[src/hdl/cache_macros.svh]
// Geometry and address split of the L1 data cache
// Include wherever a width or array size is needed
`ifndef CACHE_MACROS_SVH
`define CACHE_MACROS_SVH

`define L1_ADDR_W      32
`define L1_LINE_BYTES  16
`define L1_LINE_W      (`L1_LINE_BYTES * 8)

`define L1_NUM_WAYS    4
`define L1_WAY_W       2
`define L1_NUM_SETS    16

// Address = tag | index | byte offset
`define L1_INDEX_W     4
`define L1_OFFSET_W    4
`define L1_WORD_SEL_W  2
`define L1_TAG_W       24

`endif

[src/hdl/cache_pkg.sv]
// Shared types of the L1 cache: bus and coherence encodings, address view
// and the bundles passed between the cache blocks
`include "cache_macros.svh"

package cache_pkg;

    typedef enum logic [2:0] {
        IDLE = 3'd0,
        RD   = 3'd1,    // Read for a shared copy
        RDX  = 3'd2,    // Read for ownership
        UPGR = 3'd3     // S to M, no data
    } bus_cmd_e;

    typedef enum logic [1:0] {
        I = 2'b00,
        S = 2'b01,
        M = 2'b10
    } msi_e;

    typedef logic [`L1_LINE_W-1:0] line_t;

    typedef struct packed {
        logic [`L1_TAG_W-1:0]    tag;
        logic [`L1_INDEX_W-1:0]  index;
        logic [`L1_OFFSET_W-1:0] offset;
    } cache_addr_s;

    // Raw word on the bus, split fields for lookup
    typedef union packed {
        logic [`L1_ADDR_W-1:0] raw;
        cache_addr_s           f;
    } cache_addr_u;

    typedef struct packed {
        logic [`L1_ADDR_W-1:0] addr;
        logic [31:0]           wdata;
        logic [3:0]            byte_en;
        logic                  rd;
        logic                  wr;
    } cpu_req_s;

    typedef struct packed {
        logic                  req;
        bus_cmd_e              cmd;
        logic [`L1_ADDR_W-1:0] addr;
    } bus_req_s;

    typedef struct packed {
        logic                  wr;
        logic [`L1_ADDR_W-1:0] addr;   // Line aligned
        line_t                 wdata;
    } l2_wb_s;

    typedef struct packed {
        logic                  valid;
        bus_cmd_e              cmd;
        logic [`L1_ADDR_W-1:0] addr;
    } snoop_req_s;

    typedef struct packed {
        logic  hit;
        line_t data;
    } snoop_rsp_s;

    typedef struct packed {
        logic                hit;
        logic [`L1_WAY_W-1:0] way;
        msi_e                state;
    } lookup_s;

    typedef struct packed {
        logic                   en;
        logic [`L1_WAY_W-1:0]   way;
        logic [`L1_INDEX_W-1:0] set;
        logic [`L1_TAG_W-1:0]   tag;
        line_t                  data;
        msi_e                   state;
    } line_wr_s;

    // State only; I also drops valid
    typedef struct packed {
        logic                   en;
        logic [`L1_WAY_W-1:0]   way;
        logic [`L1_INDEX_W-1:0] set;
        msi_e                   state;
    } state_wr_s;

endpackage

[src/hdl/snoop_unit.sv]
// Answers the other cache's bus traffic one cycle after snoop_valid
// Supplies the line on reads and downgrades or invalidates the local copy
`timescale 1ns/1ps

module snoop_unit (
    input  logic                   clk,
    input  logic                   rst_n,
    input  cache_pkg::snoop_req_s  snoop_req,
    input  cache_pkg::lookup_s     snoop_lookup,
    input  cache_pkg::line_t       snoop_line,
    output cache_pkg::snoop_rsp_s  snoop_rsp,
    output cache_pkg::state_wr_s   state_wr
);
    import cache_pkg::*;

    cache_addr_u addr;
    logic        hit;
    logic        supply;
    logic        rsp_hit_q;
    line_t       rsp_data_q;

    assign addr   = snoop_req.addr;
    assign hit    = snoop_req.valid && snoop_lookup.hit;
    assign supply = hit && (snoop_req.cmd == RD || snoop_req.cmd == RDX);

    always_comb begin
        state_wr.way   = snoop_lookup.way;
        state_wr.set   = addr.f.index;
        state_wr.en    = 1'b0;
        state_wr.state = I;
        if (hit && snoop_req.cmd == RD) begin
            state_wr.en    = (snoop_lookup.state == M);   // S stays S
            state_wr.state = S;
        end else if (hit && (snoop_req.cmd == RDX || snoop_req.cmd == UPGR)) begin
            state_wr.en    = 1'b1;
        end
    end

    always_ff @(posedge clk or negedge rst_n) begin
        if (!rst_n) begin
            rsp_hit_q <= 1'b0;
        end else begin
            rsp_hit_q <= hit;
        end
    end

    always_ff @(posedge clk) begin
        rsp_data_q <= supply ? snoop_line : '0;
    end

    assign snoop_rsp = '{hit: rsp_hit_q, data: rsp_data_q};

endmodule

[config.mk]
export PLATFORM = sky130hd
export DESIGN_NAME = snoop_unit
export DESIGN_NICKNAME = d
export VERILOG_FILES = /design/src/hdl/cache_pkg.sv /design/src/hdl/snoop_unit.sv
export VERILOG_INCLUDE_DIRS = /design/src /design/src/hdl
export SDC_FILE = /design/constraint.sdc
export NUM_CORES = 1
export LEC_CHECK = 0
export BUFFER_PORTS_ARGS = -buffer_cell sky130_fd_sc_hd__buf_2
export CORE_AREA = 2 2 118 120
export CTS_CLUSTER_SIZE = 14
export DETAILED_ROUTE_END_ITERATION = 8
export DIE_AREA = 0 0 120 122
export PLACE_DENSITY = 0.67
export REMOVE_ABC_BUFFERS = 1
export SYNTH_ARGS = -nofsm -noshare
export SYNTH_HDL_FRONTEND = slang
export SYNTH_SLANG_ARGS = --single-unit
[constraint.sdc]
create_clock -name clk -period 2.9 [get_ports clk]
set_input_delay 0.58 -clock clk [delete_from_list [all_inputs] [get_ports clk]]
set_output_delay 0.58 -clock clk [all_outputs]
set_load 0.02 [all_outputs]
==> results by group, run 1 <==
Run status
  – Outcome: complete, no violations

Global routing
  – Vias in the first global route: 3028
  – Met2 GRT Util: 21.4%
  – First-pass GRT wire length: 15000 µm
  – Met1 Usage GRT: 14.3%
  – Met3 usage: 8.05%
  – Top Usage Layer GRT: met2
  – Antenna violations before repair: 0
  – Total Routing Usage GR: 13.5%
  – Total gr overflow: 0
  – Largest net degree at the start of global routing: 68

Die
  – # rows: 43
  – Die span in x: 120 µm
  – Die Y-Extent: 122 µm
  – Core box area: 13500 µm²
  – Io pins: 309
  – Full die area: 14600 µm²
  – Effective utilization at floorplan: 28.7%

Drt
  – DRT Wirelength: 10200 µm
  – Drt pass-1 iters: 3
  – Vias per std cell: 4.19
  – Post-route DRC: 0
  – Routed WL per cell: 13.6 µm
  – DRT iter0 DRCs: 113
  – Antenna-violating nets left: 0
  – Via count of the routed design: 3142

Synthesis
  – Yosys cell types: 14
  – Largest area contributor in the netlist: dfxtp_1
  – Register bit total from synthesis: 129
  – Mapped cell area: 3880 µm²
  – Seq/Total Area, Yosys: 66.7%
  – Syn Area/Cell: 12.9 µm²
  – Count leader, synth: nor3b_1
  – Number of flops mapped to enable cells by yosys: 0
  – Synth top area share: 66.1%
  – Top post-synthesis cells by area: dfxtp_1, nor3b_1, buf_6
  – Mapped Cells: 301
  – Synth Flop Type: dfxtp_1
  – Yosys Warn Count: 0
  – Async set-reset flop share out of synthesis: 0.775%
  – Synth cell count leaders: nor3b_1, dfxtp_1, buf_6

Setup path
  – Worst Path Required: 2320 ps
  – Critical path arrival: 1640 ps
  – Kind of critical path: in -> out
  – CP max FO: 41
  – CP endpoint kind: primary output
  – Startpoint types: input port

Place
  – Pre-CTS setup slack: 658 ps
  – Detail Placement HPWL: 7450 µm
  – PortBufs: 267
  – Final Wtd Congestion: 0.705

Clock tree
  – Post-CTS Setup Bufs: 0
  – CTS max path bufs: 2
  – H-tree levels: 4
  – CTS tree: done
  – CTS clock-pin slew for the worst setup and hold paths: 50 ps
  – # clock sinks: 129
  – CTS root buf: clkbuf_16
  – CTS Buf Count: 17

Pwr
  – PwrDens: 710 nW/µm²
  – P_leak: 2.76 nW
  – Worst vdd ir: 0.000275 V

Worst hold path
  – Hold Path Class: in -> reg

Flow run
  – Max-Cap Viols: 0

STA
  – Fmax: 451 MHz
  – Fin crit share: 76.5%
  – Max_slew headroom: 59.1%
  – Final Hold Fails: 0
  – RSZ-0062 raised after global routing: no
  – Setup TNS: 0 ps
  – Finish-stage setup viols: 0
  – Worst Tran Pin Value: 613 ps
  – Final worst setup slack: 681 ps
  – Clock period minus worst slack: 2220 ps
  – Final Max Tran Viols: 0

Finish
  – Final net count: 728
  – Number of inserted diodes: 0
  – Area Overhead vs Synth: 49.8%
  – Layout cells sized above 1: 53.2%
worst max-delay path, cell delays in order:
cell and delay [ps]:
buf_2 90, nand3b_1 280, buf_4 340, a21oi_1 150, buf_2 180
worst paths after layout:
kind                               end  depth (start not counted)  slack, ps             from
max                        state_wr[8]                          5        680    snoop_req[34]
min                          rsp_hit_q                          2        410  snoop_lookup[4]
max in group asynchronous    rsp_hit_q                          2       2340            rst_n
min in group asynchronous    rsp_hit_q                          2        480            rst_n
layout by cell type, fill, tap and decap left out, drive strengths merged:
cell         count
buf            272
nor3b          129
dfxtp          128
clkbuf          23
clkinv           5
clkinvlp         3
nand3b           2
and2             1
inv              1
a21oi            1
xnor2            1
conb             1
bufinv           1
dlygate4sd3      1
dfrtp            1
sequential cells by signal (all words and copies together), names as in the netlist:
name	cells
rsp_data_q	128
rsp_hit_q	1
final cells by class:
| cell class | instances | area [µm²] |
|---|---|---|
| Sequential cell | 129 | 2590 |
| Multi-Input combinational cell | 135 | 1010 |
| Fill cell | 1293 | 7690 |
| Tap cell | 180 | 225 |
| Clock inverter | 9 | 81.3 |
| Timing Repair Buffer | 273 | 1410 |
| Inverter | 1 | 3.75 |
| Clock buffer | 23 | 488 |
metal layers:
| layer | part of all wire [%] | routed length [µm] | up-vias |
|---|---|---|---|
| li1 | - | - | 1523 |
| met3 | 12 | 1200 | 16 |
| met5 | 0 | 0 | - |
| met2 | 49 | 5010 | 170 |
| met1 | 37 | 3780 | 1433 |
| met4 | 1.8 | 187 | 0 |
report_power, final:
group / internal (mW) / switching (mW) / total [mW] / leakage (nW)
Sequential: 1.81 / 0.00840 / 1.82 / 1.05
Combinational: 0.141 / 0.167 / 0.308 / 1.44
Clock: 1.26 / 0.733 / 2.00 / 0.275
logic make-up (layout without fill, tap and decap cells):
group / Yosys count / after routing / share of synthesized area, %
AND/OR/NAND/NOR: 132 / 132 / 25.5
flip-flops: 129 / 129 / 66.7
buffers and inverters: 37 / 306 / 7.29
other: 1 / 1 / 0.0967
AO/OA/AOI/OAI: 1 / 1 / 0.129
XOR/XNOR: 1 / 1 / 0.226
repair_timing:
action,CTS,global route
endpoints found under the hold margin,1,0
endpoints found under the setup margin,0,0
resized for setup,0,0
hold buffers,1,0
stage by stage:
step	std cells	utilization (%)	total power [mW]	cell area [µm²]	hold WS, ps
after floorplan	265	-	2.00	3600	284
after global placement	717	38.7	2.16	5230	358
after detailed placement	717	38.7	2.17	5230	358
after CTS	750	43.0	4.18	5810	386
after global routing	750	43.0	4.30	5810	394
final	750	43.0	4.12	5810	407
Note: power is estimated with default switching activity, not from simulation.
==> run 2: changes to the inputs <==
- CORE_AREA: 2 2 118 120 -> 2 2 119 121
- DIE_AREA: 0 0 120 122 -> 0 0 121 123
- PLACE_DENSITY: 0.67 -> 0.69
- clock period: 2.9 -> 1.8 ns (I/O delays scaled with it)
==> run 2 against run 1 <==
Net effect: wire length rose by 1.2%; via count rose by 0.25%; cell count fell by 0.13%; core utilization fell by 0.29 points; count of clock-buffer cells in the layout rose by 2; sequential cell count did not move; die area rose by 1.7%; non-clock buffer count did not move; first-iteration DRC count fell by 37%; sequential power rose by 61%; highest routed layer unchanged.
==> results by group, run 2 (synthesis results as in run 1) <==
Finish
  – Fin util: 42.7%
  – Most flop-heavy register: rsp_data_q
  – Fillers: 1310
  – Number of flip-flops in the largest register: 128
  – Most common cell after layout, fill and taps aside: buf_2
  – Layout cells sized above 1: 52.6%
  – Top Registers: rsp_data_q x128, rsp_hit_q x1
  – Most frequent cells in the layout: buf_2, nor3b_1, dfxtp_1
  – Final net count: 728
  – Area Overhead vs Synth: 50.0%
  – Non-filler cells in the finished layout: 749

Worst hold path
  – Worst Hold Endpoint: rsp_hit_q
  – Hold Path Class: in -> reg
  – Hold path startpoint: snoop_lookup[4]
  – Hold path cells: 2

STA
  – Setup TNS: 0 ps
  – Final hold slack: 180 ps
  – Fin crit share: 83.1%
  – RSZ-0062 raised after global routing: no
  – Clock period minus worst slack: 1500 ps
  – Final Hold Fails: 0
  – Final Max Tran Viols: 0
  – Worst Tran Pin Value: 694 ps
  – Fmax: 669 MHz
  – Finish-stage setup viols: 0
  – Max_slew headroom: 53.7%

Clock tree
  – CTS root buf: clkbuf_16
  – CTS tree: done
  – Post-CTS Setup Bufs: 0
  – CTS clock-pin slew for the worst setup and hold paths: 50 ps
  – # clock sinks: 129
  – CTS max path bufs: 2
  – H-tree levels: 4
  – CTS Buf Count: 17

Setup path
  – Startpoint types: input port
  – Kind of critical path: in -> out
  – Crit path max-delay family: buffers and inverters
  – Cells along the critical path: buf_2 > nand3b_1 > buf_4 > nor3b_1 > buf_2
  – Critical path arrival: 1140 ps
  – Delay of the slowest critical-path stage: 190 ps
  – Worst path most repeated cell: buf_2
  – CP max FO: 4
  – Max stage delay cell, worst path: buf_2
  – Worst Path Required: 1440 ps
  – Buf+Inv Stages, Crit Path: 3
  – CP endpoint kind: primary output

Place
  – Detail Placement HPWL: 7620 µm
  – PortBufs: 267
  – # placed instances: 717
  – Final Wtd Congestion: 0.711

Drt
  – Via count of the routed design: 3150
  – Routed WL per cell: 13.8 µm
  – DRT Wirelength: 10300 µm
  – Drt pass-1 iters: 4
  – Post-route DRC: 0
  – DRT iter0 DRCs: 71
  – Antenna-violating nets left: 0
  – Vias per std cell: 4.21

Global routing
  – First-pass GRT wire length: 15100 µm
  – Vias in the first global route: 3146
  – Antenna violations before repair: 1
  – Total Routing Usage GR: 13.5%
  – Largest net degree at the start of global routing: 81
  – Total gr overflow: 0

Die
  – # rows: 43
  – Effective utilization at floorplan: 28.5%
  – Die span in x: 121 µm
  – Full die area: 14900 µm²
  – Core box area: 13600 µm²
  – Die Y-Extent: 123 µm
  – Io pins: 309

Flow run
  – Max-Cap Viols: 0

Pwr
  – P_leak: 2.77 nW
  – PwrDens: 1150 nW/µm²
  – Worst vdd ir: 0.000621 V
  – Pwr Total: 6.70 mW

Run status
  – Outcome: complete, no violations
## run 2: worst max path at each step
stage | start | to | slack, ps | depth (start not counted)
detailed placement | snoop_req[34] | rsp_data_q[100] | 280 | 4
global placement | snoop_req[34] | state_wr[0] | 240 | 5
global route | snoop_req[34] | state_wr[0] | 230 | 5
CTS | snoop_req[34] | state_wr[0] | 290 | 5
floorplan | snoop_req[32] | rsp_data_q[0] | -3850 | 2
finish | snoop_req[34] | state_wr[0] | 300 | 5
## run 2: cell type report
class | instances | area (µm²) | share of cell area, %
clock buffer | 25 | 495 | 8.52
clock inverter | 5 | 77.6 | 1.33
antenna | 1 | 2.50 | 0.0430
inverter | 1 | 3.75 | 0.0645
tap | 180 | 225 | 3.87
multi-input combinational | 135 | 1010 | 17.4
timing repair buffer | 273 | 1410 | 24.2
sequential | 129 | 2590 | 44.5
## run 2: routing by layer
layer / GRT usage [%] / wire (µm)
met2: 22.6 / 5170
met3: 6.50 / 1060
met1: 13.8 / 3810
met4: 7.92 / 262
met5: 0 / 0
## run 2: report_power, final
group	total (mW)	leakage [nW]	internal, mW	switching [mW]
combinational	0.496	1.44	0.227	0.269
sequential	2.93	1.05	2.92	0.0136
clock	3.28	0.279	2.16	1.11
## run 2: stage by stage
step / area [µm²] / worst slack (ps)
2_1_floorplan: 3600 / -3850
3_3_place_gp: 5230 / 240
3_5_place_dp: 5230 / 276
4_1_cts: 5810 / 288
5_1_grt: 5820 / 231
6_report: 5820 / 305
## run 2: repair_timing
item / CTS / global route
hold buffers: 1 / 0
resized for setup: 0 / 0
hold endpoints to repair: 1 / 0
