<file path="src/hdl/cache_macros.svh">
// Geometry and address split of the L1 data cache
// Include wherever a width or array size is needed
`ifndef CACHE_MACROS_SVH
`define CACHE_MACROS_SVH

`define L1_ADDR_W      32
`define L1_LINE_BYTES  16
`define L1_LINE_W      (`L1_LINE_BYTES * 8)

`define L1_NUM_WAYS    4
`define L1_WAY_W       2
`define L1_NUM_SETS    16

// Address = tag | index | byte offset
`define L1_INDEX_W     4
`define L1_OFFSET_W    4
`define L1_WORD_SEL_W  2
`define L1_TAG_W       24

`endif

</file>
<file path="src/hdl/lru_tracker.sv">
// Per-set age counters for LRU replacement
// Victim is the oldest way of the addressed set; a touch makes a way youngest
`timescale 1ns/1ps
`include "cache_macros.svh"

module lru_tracker (
    input  logic                   clk,
    input  logic                   rst_n,
    input  logic [`L1_INDEX_W-1:0] set,
    input  logic                   touch,
    input  logic [`L1_WAY_W-1:0]   touch_way,
    output logic [`L1_WAY_W-1:0]   victim_way
);
    logic [`L1_WAY_W-1:0]    age_q [`L1_NUM_SETS][`L1_NUM_WAYS];
    logic [`L1_NUM_WAYS-1:0] ages_seen;

    always_comb begin
        victim_way = '0;
        ages_seen  = '0;
        for (int w = 1; w < `L1_NUM_WAYS; w++) begin
            if (age_q[set][w] > age_q[set][victim_way]) victim_way = w[`L1_WAY_W-1:0];
        end
        for (int w = 0; w < `L1_NUM_WAYS; w++) begin
            ages_seen[age_q[set][w]] = 1'b1;
        end
    end

    // Only ways younger than the touched one age, so 3 is never passed
    always_ff @(posedge clk or negedge rst_n) begin
        if (!rst_n) begin
            for (int s = 0; s < `L1_NUM_SETS; s++) begin
                for (int w = 0; w < `L1_NUM_WAYS; w++) begin
                    age_q[s][w] <= w[`L1_WAY_W-1:0];
                end
            end
        end else if (touch) begin
            for (int w = 0; w < `L1_NUM_WAYS; w++) begin
                if (w == touch_way) begin
                    age_q[set][w] <= '0;
                end else if (age_q[set][w] < age_q[set][touch_way]) begin
                    age_q[set][w] <= age_q[set][w] + 1'b1;
                end
            end
        end
    end

    a_age_perm: assert property (@(posedge clk) disable iff (!rst_n) &ages_seen);

endmodule

</file>
<file path="config.mk">
export PLATFORM = sky130hd
export DESIGN_NAME = lru_tracker
export DESIGN_NICKNAME = d
export VERILOG_FILES = /design/src/hdl/lru_tracker.sv
export VERILOG_INCLUDE_DIRS = /design/src /design/src/hdl
export SDC_FILE = /design/constraint.sdc
export NUM_CORES = 1
export LEC_CHECK = 0
export ABC_AREA = 1
export BUFFER_PORTS_ARGS = -buffer_cell sky130_fd_sc_hd__buf_2
export CORE_UTILIZATION = 55
export CTS_CLUSTER_DIAMETER = 150
export DETAILED_ROUTE_END_ITERATION = 10
export PLACE_DENSITY = 0.68
export SLEW_MARGIN = 15
export SYNTH_ARGS = -nofsm -noshare
export SYNTH_HDL_FRONTEND = slang
export SYNTH_SLANG_ARGS = --single-unit
</file>
<file path="constraint.sdc">
create_clock -name clk -period 4.1 [get_ports clk]
set_input_delay 0 -clock clk [delete_from_list [all_inputs] [get_ports clk]]
set_output_delay 0 -clock clk [all_outputs]
set_load 0.05 [all_outputs]
</file>
==> impl_metrics.ini, run 1 <==
[floorplan]
dieArea_um2 = 19300
row_count = 49
die_h_um = 139
num_io_pins = 11
die_w_um = 139
initial_core_util_pct = 56.8
core_area_um2 = 18200

[grt]
track_usage_pct = 37.4
grt_pass1_vias = 10023
grt_overflow = 0
grt_pass1_wl_mm = 55.5
antenna_found_initial = 1
grt_max_degree = 74

[synthesis]
yosys.area.top_type = nand2_1
async_reset_ff_share_pct = 100
synthCells = 1725
ys_types = 25
synth-seq-cells = 128
synthFlopType = dfstp_2
syn_area_um2 = 10300
yosysWarnings = 0
avgSynthCellArea_um2 = 5.99
synth_top_area_share_pct = 27.2
synth_area_leaders = nand2_1 (27%), nand3_1 (19%), dfstp_2 (16%)
seq_area_frac_synth_pct = 31.8
synth-edff-count = 0
synth_nets = 1745

[setup_path]
cp.depth = 22
cp_slowest_stage_delay_ns = 0.41
path_cells = a22oi_1 -> nand2_1 -> nand2_1 -> nand2_1 -> nor2_1 -> ha_1 -> nor2_1 -> o21a_1 -> inv_1 -> nand2_1 -> o21ai_2 -> ha_1 -> a22oi_2 -> nor2_1 -> inv_1 -> o221ai_1 -> ha_1 -> inv_1 -> nor2_1 -> o21ai_1 -> nand2_1 -> buf_4
critPathKind = reg2out
slowest_stage = dfrtp_1
end_kind = output port
worst-path-max-fanout = 4
worstPathRequired_ns = 4.10
cp-start-kind = register
rr_startpoint = age_q[47]$_DFFE_PN0P_
cp_common_cell = nand2_1
cp-startpoint = age_q[5]$_DFFE_PN0P_
cp_data_arrival_time_ns = 3.93
cp_top_family = adder cells
r2r_cells = 16
path_buf_inv = 4

[outcome]
violations = design-rule violations
run_status = complete, but fails checks

[sta]
finalWorstSetupSlack_ns = 0.174
post-route-period-util_pct = 95.8
period_minus_slack_ns = 3.93
slew_violations = 0
tightest_slew_ns = 0.961
max_freq_mhz = 255
relSlewSlack_pct = 35.9
hold_violations = 0
fin_worst_skew_ns = 0.0102
setup_viol = 0

[cells_and_area]
final_common_cell = nand2_1
syn_to_final_growth_pct = 7.72
fin_nets = 1716
fin_cells = 1939
regMostFlops = age_q
largest_reg_flops = 128
final_cell_area_um2 = 11100
top_regs = age_q x128
final_cell_mix = nand2_1 (750), nand3_1 (388), nor2_1 (155)
drive_gt1_share_pct = 11.1

[detailed_routing]
num_vias = 11440
drc = 6
drt_wl_total_mm = 35.5
wire_per_inst_um = 18.3
ant_nets = 0
drtIter0Drc = 1374
vias_per_cell = 5.90
first_pass_iters = 9

[cts]
clockBufferDepth = 2
htreeDepth = 4
cts.sinks = 128
insertion_delay_ns = 0.44
numCtsBuffers = 17
cts_tree = built
cts_root_buffer = clkbuf_16
path_clk_slew_ns = 0.06

[pwr]
vdd_ir_drop_max_mv = 0.300
power_density_nw_per_um2 = 284
power_leakage_nw = 5.73

[place]
dpl-instance-area_um2 = 10500
place_inst = 1905
place.gp.congestion = 0.972
portBuffers = 10
hpwl_mm = 22.3
dpl_worst_slack_ns = 0.276

[worst_hold_path]
hold_class = in2async

[flow_run]
maxCapViolations = 0
==> power breakdown <==
part	leakage, nW	switching, mW	internal (mW)
registers	1.55	0	1.27
clock network	0.294	0.641	0.949
logic	3.88	0.250	0.0564
==> through the flow <==
stage,setup TNS (ns),power [mW],util (%),hold WS [ns]
after global placement,0,1.58,57.7,0.0950
after global routing,-0.137,3.24,61.1,0.234
final,0,3.16,61.1,0.160
after detailed placement,0,1.58,57.7,0.0972
after floorplan,0,1.47,-,-0.296
after CTS,0,3.17,61.0,0.192
==> cell type report <==
type	instances	area [um2]
diodes	1	2.50
fillers	1782	7080
flip-flops and latches	128	3280
repair buffers	64	490
multi-input cells	1429	6260
clock buffers	21	470
well taps	229	287
inverters	56	213
clock inverters	11	130
==> kinds of logic (layout without fill, tap and decap cells) <==
group | after synthesis | count (layout) | synth area share (%)
AO/OA/AOI/OAI | 104 | 104 | 5.95
adder cells (fa/ha/maj) | 11 | 11 | 1.33
buffers and inverters | 168 | 152 | 7.87
flip-flops | 128 | 128 | 31.8
other | 0 | 1 | 0
AND/OR/NAND/NOR | 1314 | 1314 | 53.1
==> worst paths after layout <==
check / end / slack [ns]
worst max-delay path: victim_way[1] / 0.17
worst min-delay path: age_q[114]$_DFFE_PN0P_ / 0.16
worst max register to register: age_q[96]$_DFFE_PN1P_ / 0.64
worst min register to register: age_q[40]$_DFFE_PN1P_ / 0.48
max in group asynchronous: age_q[100]$_DFFE_PN1P_ / 3.04
min in group clk: age_q[60]$_DFFE_PN1P_ / 0.31
==> Yosys cell counts (7+ instances only) <==
cell type,count
buf_1,12
a22oi_1,33
nand3_1,388
buf_4,12
a21oi_1,64
inv_1,45
dfstp_2,64
buf_6,12
nor2_1,157
clkbuf_1,40
dfrtp_1,64
inv_2,7
ha_1,11
nand2_1,750
nand2_2,10
buf_2,36
==> metal layers <==
metal	vias up	wire (um)	GRT usage, %
met1	5166	14700	50.9
met3	90	4030	8.91
met2	625	15200	56.6
met5	-	0	0
li1	5559	-	-
met4	0	1510	16.6
==> what timing repair did <==
| item | 4_1_cts | 5_1_grt |
|---|---|---|
| hold buffers | 1 | 0 |
| setup endpoints to repair | 0 | 2 |
| endpoints found under the hold margin | 44 | 0 |
| buffers inserted | 0 | 0 |
| resized for setup | 0 | 10 |
(Power assumes the default switching activity.)
==> run 2: changes to the inputs <==
--- a/config.mk
+++ b/config.mk
@@ -11,6 +11,7 @@
 export CORE_UTILIZATION = 55
 export CTS_CLUSTER_DIAMETER = 150
 export DETAILED_ROUTE_END_ITERATION = 10
+export MAX_ROUTING_LAYER = met4
 export PLACE_DENSITY = 0.68
 export SLEW_MARGIN = 15
 export SYNTH_ARGS = -nofsm -noshare
==> impl_metrics.ini, run 2 (same netlist as run 1, synthesis figures left out) <==
[outcome]
run_status = complete, but fails checks
violations = design-rule violations

[place]
place.gp.congestion = 0.994
hpwl_mm = 22.3
portBuffers = 10

[grt]
grt_overflow = 0
grt_pass1_vias = 10015
track_usage_pct = 38.7
grt_pass1_wl_mm = 55.6
grt_max_degree = 129
antenna_found_initial = 0

[sta]
max_freq_mhz = 260
rsz0062_at_grt = false
tightest_slew_ns = 1.07
fin_worst_skew_ns = 0.0101
hold_violations = 0
fin_setup_tns_ns = 0
slew_violations = 0
post-route-period-util_pct = 93.7
period_minus_slack_ns = 3.84
relSlewSlack_pct = 28.4
setup_viol = 0

[setup_path]
cp_common_cell = nand2_1
cp_slowest_stage_delay_ns = 0.57
slowest_stage = dfstp_2
path_cells = nand2_1 -> nand2_1 -> nand2_1 -> nand3_1 -> nand2_1 -> nand2_2 -> nor2_4 -> ha_1 -> nand2_1 -> o21a_1 -> inv_1 -> nand2_1 -> o21ai_2 -> ha_1 -> a22oi_2 -> inv_2 -> nand3_1 -> o221ai_1 -> ha_1 -> inv_1 -> nor2_1 -> o21ai_1 -> nand2_1 -> buf_6
critPathKind = reg2out
r2r_slack_ns = 0.99
path_buf_inv = 4
worstPathRequired_ns = 4.10
cp-start-kind = register
end_kind = output port
cp_top_family = adder cells
cp-startpoint = age_q[52]$_DFFE_PN1P_
reg2reg_to = age_q[104]$_DFFE_PN1P_
rr_startpoint = age_q[27]$_DFFE_PN1P_
cp_data_arrival_time_ns = 3.84
r2r_cells = 15
worst-path-max-fanout = 6

[cells_and_area]
diodes = 0
largest_reg_flops = 128
final_core_util_pct = 61.1
final_common_cell = nand2_1
final_cell_mix = nand2_1 (749), nand3_1 (388), nor2_1 (154)
syn_to_final_growth_pct = 7.64
fillers = 1828
multiInputGateArea_um2 = 6270
regMostFlops = age_q
top_regs = age_q x128
drive_gt1_share_pct = 11.4
ff_latch_area_um2 = 3280
fin_nets = 1718

[flow_run]
maxCapViolations = 0

[floorplan]
die_h_um = 139
die_w_um = 139
num_io_pins = 11
row_count = 49
initial_core_util_pct = 56.8
core_area_um2 = 18200
dieArea_um2 = 19300

[detailed_routing]
first_pass_iters = 9
ant_nets = 0
drtIter0Drc = 1286
vias_per_cell = 5.86
num_vias = 11368
drc = 3
drt_wl_total_mm = 35.4
wire_per_inst_um = 18.2

[pwr]
power_leakage_nw = 5.74
netSwitchingFraction_pct = 28.9
power_density_nw_per_um2 = 277
pwr-share-comb_pct = 9.9
switchingPower_mw = 0.890
p_clk_share_pct = 49.0
p_int_mw = 2.19
seqPwrFrac_pct = 41.1
vdd_ir_drop_max_mv = 0.305

[cts]
htreeDepth = 4
clockBufferDepth = 2
cts_tree = built
path_clk_slew_ns = 0.06
insertion_delay_ns = 0.44
cts.sinks = 128
cts_root_buffer = clkbuf_16
numCtsBuffers = 17

[worst_hold_path]
hold_class = in2async
==> run 2: changes by cell type in the layout (fill, tap and decap cells not counted), sizes merged <==
| cell | delta |
|---|---|
| inv | +5 |
| clkinv | -4 |
| buf | +2 |
| bufinv | -1 |
| clkbuf | -1 |
| clkinvlp | +1 |
| diode | -1 |
==> run 2: stage by stage <==
stage | instance area, um2 | worst slack, ns | power (mW) | cells | hold slack, ns
6_report | 11100 | 0.258 | 3.08 | 1940 | 0.218
5_1_grt | 11100 | 0.00545 | 3.16 | 1940 | 0.308
2_1_floorplan | 10300 | 0.501 | 1.47 | 1725 | -0.296
4_1_cts | 11100 | 0.00403 | 3.08 | 1938 | 0.261
3_3_place_gp | 10500 | 0.427 | 1.58 | 1905 | 0.170
3_5_place_dp | 10500 | 0.289 | 1.58 | 1905 | 0.176
==> run 2: worst min-delay path: cells and delay by family <==
family,cells,cell delay (ns)
buf+inv,3,1.14
==> run 2: worst max path at each step <==
stage	end	slack [ns]	cells after the start
after floorplan	victim_way[0]	0.50	24
after global placement	victim_way[1]	0.43	24
after detailed placement	victim_way[0]	0.29	24
after CTS	victim_way[0]	0.004	24
after global routing	victim_way[0]	0.005	22
final	victim_way[0]	0.26	24
==> run 2: power groups by stage <==
stage | Sequential [mW] | Combinational [mW] | Clock [mW]
detailed placement | 1.29 | 0.295 | 0
CTS | 1.27 | 0.297 | 1.52
global placement | 1.29 | 0.294 | 0
floorplan | 1.29 | 0.184 | 0
finish | 1.27 | 0.306 | 1.51
global route | 1.27 | 0.326 | 1.57
==> run 2: layout make-up <==
cell class	instances	share of cell area, %
Sequential cell	128	29.5
Tap cell	229	2.58
Clock inverter	12	0.945
Inverter	56	1.91
Multi-Input combinational cell	1429	56.3
Timing Repair Buffer	66	4.61
Clock buffer	20	4.11
==> run 2: what timing repair did <==
action | in CTS | in global routing
resized for setup | 0 | 16
endpoints found under the setup margin | 0 | 2
setup buffers | 0 | 2
hold buffers | 1 | 0
endpoints found under the hold margin | 64 | 0
==> run 2: layer usage <==
metal | wire [um] | GRT usage, % | vias up
li1 | - | - | 5551
met5 | 0 | - | -
met1 | 15100 | 52.2 | 5111
met4 | 2050 | 23.5 | 0
met2 | 14600 | 53.5 | 590
met3 | 3670 | 7.39 | 116
==> run 3: changes to the inputs <==
--- a/config.mk
+++ b/config.mk
@@ -6,7 +6,7 @@
 export SDC_FILE = /design/constraint.sdc
 export NUM_CORES = 1
 export LEC_CHECK = 0
-export ABC_AREA = 1
+export ABC_AREA = 0
 export BUFFER_PORTS_ARGS = -buffer_cell sky130_fd_sc_hd__buf_2
 export CORE_UTILIZATION = 55
 export CTS_CLUSTER_DIAMETER = 150
==> impl_metrics.ini, run 3 <==
[synthesis]
synth_nets = 753
ys_types = 49
synthCells = 733
async_reset_ff_share_pct = 100
synth_top_area_share_pct = 21.3
seq_area_frac_synth_pct = 41.6
avgSynthCellArea_um2 = 10.8
synth-edff-count = 0
yosysWarnings = 0
synth.most_common_cell = o21ai_0
synth-seq-cells = 128
synthFlopType = dfstp_2
synth_common_cells = o21ai_0 (130), mux2_2 (79), nand2_1 (77)
syn_area_um2 = 7880
yosys.area.top_type = dfstp_2
synth_area_leaders = dfstp_2 (21%), dfrtp_1 (20%), mux2_2 (11%)

[detailed_routing]
drt_wl_total_mm = 20.2
ant_nets = 0
num_vias = 5953
vias_per_cell = 6.19
drtIter0Drc = 637
first_pass_iters = 5
wire_per_inst_um = 21.0
drc = 0

[cts]
htreeDepth = 4
numCtsBuffers = 17
cts_tree = built
cts_root_buffer = clkbuf_16
insertion_delay_ns = 0.43
clockBufferDepth = 2
path_clk_slew_ns = 0.06
cts.sinks = 128

[setup_path]
worstPathRequired_ns = 4.10
critPathKind = reg2out
cp_slowest_stage_delay_ns = 0.55
cp_top_family = multiplexers
end_kind = output port
cp-startpoint = age_q[5]$_DFFE_PN0P_
cp_data_arrival_time_ns = 4.09
path_cells = mux4_2 -> mux4_2 -> inv_2 -> ha_4 -> o22ai_4 -> mux2_4 -> ha_4 -> nand2_2 -> o21ai_2 -> inv_2 -> nor2_2 -> a21oi_2 -> ha_1 -> nor2b_4 -> o21ai_2 -> o21ai_1 -> buf_6
slowest_stage = mux4_2
worst-path-max-fanout = 3
rr_startpoint = age_q[5]$_DFFE_PN0P_
path_buf_inv = 3
cp-start-kind = register

[pwr]
power_leakage_nw = 3.74
design_power_total_mw = 6.93
vdd_ir_drop_max_mv = 0.747
power_density_nw_per_um2 = 770

[sta]
relSlewSlack_pct = 21.1
slew_violations = 0
rsz0062_at_grt = true
setup_viol = 0
hold_violations = 0
tightest_slew_ns = 1.17
post-route-period-util_pct = 99.8
fin_setup_tns_ns = 0
period_minus_slack_ns = 4.09
finalWorstSetupSlack_ns = 0.00896
fin_worst_skew_ns = 0.00982
max_freq_mhz = 244

[grt]
grt_overflow = 0
antenna_found_initial = 0
grt_max_degree = 76
track_usage_pct = 30.4
grt_pass1_wl_mm = 32.0
grt_pass1_vias = 5865

[floorplan]
die_h_um = 122
dieArea_um2 = 14800
num_io_pins = 11
row_count = 43
initial_core_util_pct = 56.6
die_w_um = 122
core_area_um2 = 13900

[cells_and_area]
top_regs = age_q x128
final_core_util_pct = 64.6
fin_nets = 788
largest_reg_flops = 128
ff_latch_area_um2 = 3280
regMostFlops = age_q
multiInputGateArea_um2 = 4220
final_cell_mix = o21ai_0 (127), mux2_2 (78), nand2_1 (76)
drive_gt1_share_pct = 36.1
fin_cells = 962
syn_to_final_growth_pct = 14.2
final_common_cell = o21ai_0
fillers = 1072

[place]
place.gp.congestion = 0.959
place_inst = 921
hpwl_mm = 14.0
portBuffers = 10
dpl_worst_slack_ns = -0.0418

[outcome]
run_status = complete, no violations

[flow_run]
maxCapViolations = 0

[worst_hold_path]
hold_class = in2async
run 3: metrics by stage:
step | hold WS [ns] | instance area, um2
after global routing | 0.323 | 9000
after floorplan | -0.296 | 7880
after global placement | 0.171 | 8230
after CTS | 0.279 | 8970
after detailed placement | 0.184 | 8240
final | 0.243 | 9000
run 3: path summary, 6_finish.rpt:
kind | end | slack (ns) | cells after the start
max in group asynchronous | age_q[46]$_DFFE_PN0P_ | 2.66 | 3
min in group clk | age_q[123]$_DFFE_PN1P_ | 0.42 | 5
min | age_q[66]$_DFFE_PN0P_ | 0.24 | 2
max reg2reg | age_q[12]$_DFFE_PN1P_ | 0.23 | 11
max | victim_way[0] | 0.009 | 17
min reg2reg | age_q[67]$_DFFE_PN1P_ | 0.47 | 2
run 3: what timing repair did:
| action | in CTS | in global routing |
|---|---|---|
| endpoints found under the setup margin | 2 | 2 |
| cloned | 0 | 0 |
| hold buffers | 1 | 0 |
| setup buffers | 4 | 3 |
| resized for setup | 22 | 9 |
| pin swaps | 7 | 5 |
| endpoints found under the hold margin | 28 | 0 |
run 3: cell families (layout without fill, tap and decap cells):
kind of cell	count (synthesis)	count (layout)	share of synthesized area (%)
multiplexers	183	183	28.8
AO/OA/AOI/OAI	168	168	12.7
AND/OR/NAND/NOR	151	151	8.97
flip-flops	128	128	41.6
buffers and inverters	88	136	5.59
adder cells (fa/ha/maj)	11	11	1.75
XOR/XNOR	4	4	0.540
other	0	1	0
run 3: report_power, final:
part           internal [mW]  leakage, nW  total, mW  switching, mW
combinational           1.43         1.94       3.11           1.68
sequential              1.97         1.50       2.25          0.273
clock                  0.997        0.307       1.57          0.577
total                   4.40         3.74       6.93           2.53
run 3: worst reg2reg max path: stages, from the launching register on:
cell and delay (ns):
dfrtp_1 0.39, mux4_2 0.47, mux4_2 0.55, buf_6 0.15, mux4_1 0.48, inv_1 0.19
ha_1 0.33, nor3b_1 0.23, buf_4 0.22, o21ai_0 0.12, o21ai_0 0.29, mux2_1 0.38
run 3: routing by layer:
metal  wire length (um)  track usage [%]
met5                  0                -
met4                971             16.7
met3               1300             6.46
met2               9460             46.1
met1               8460             37.9
run 3: layout make-up:
type | count | share of cell area, %
inverters | 41 | 1.71
clock inverters | 9 | 0.987
clock buffers | 23 | 6.03
multi-input cells | 517 | 46.9
repair buffers | 63 | 5.35
well taps | 180 | 2.50
flip-flops and latches | 128 | 36.5
diodes | 1 | 0.0278
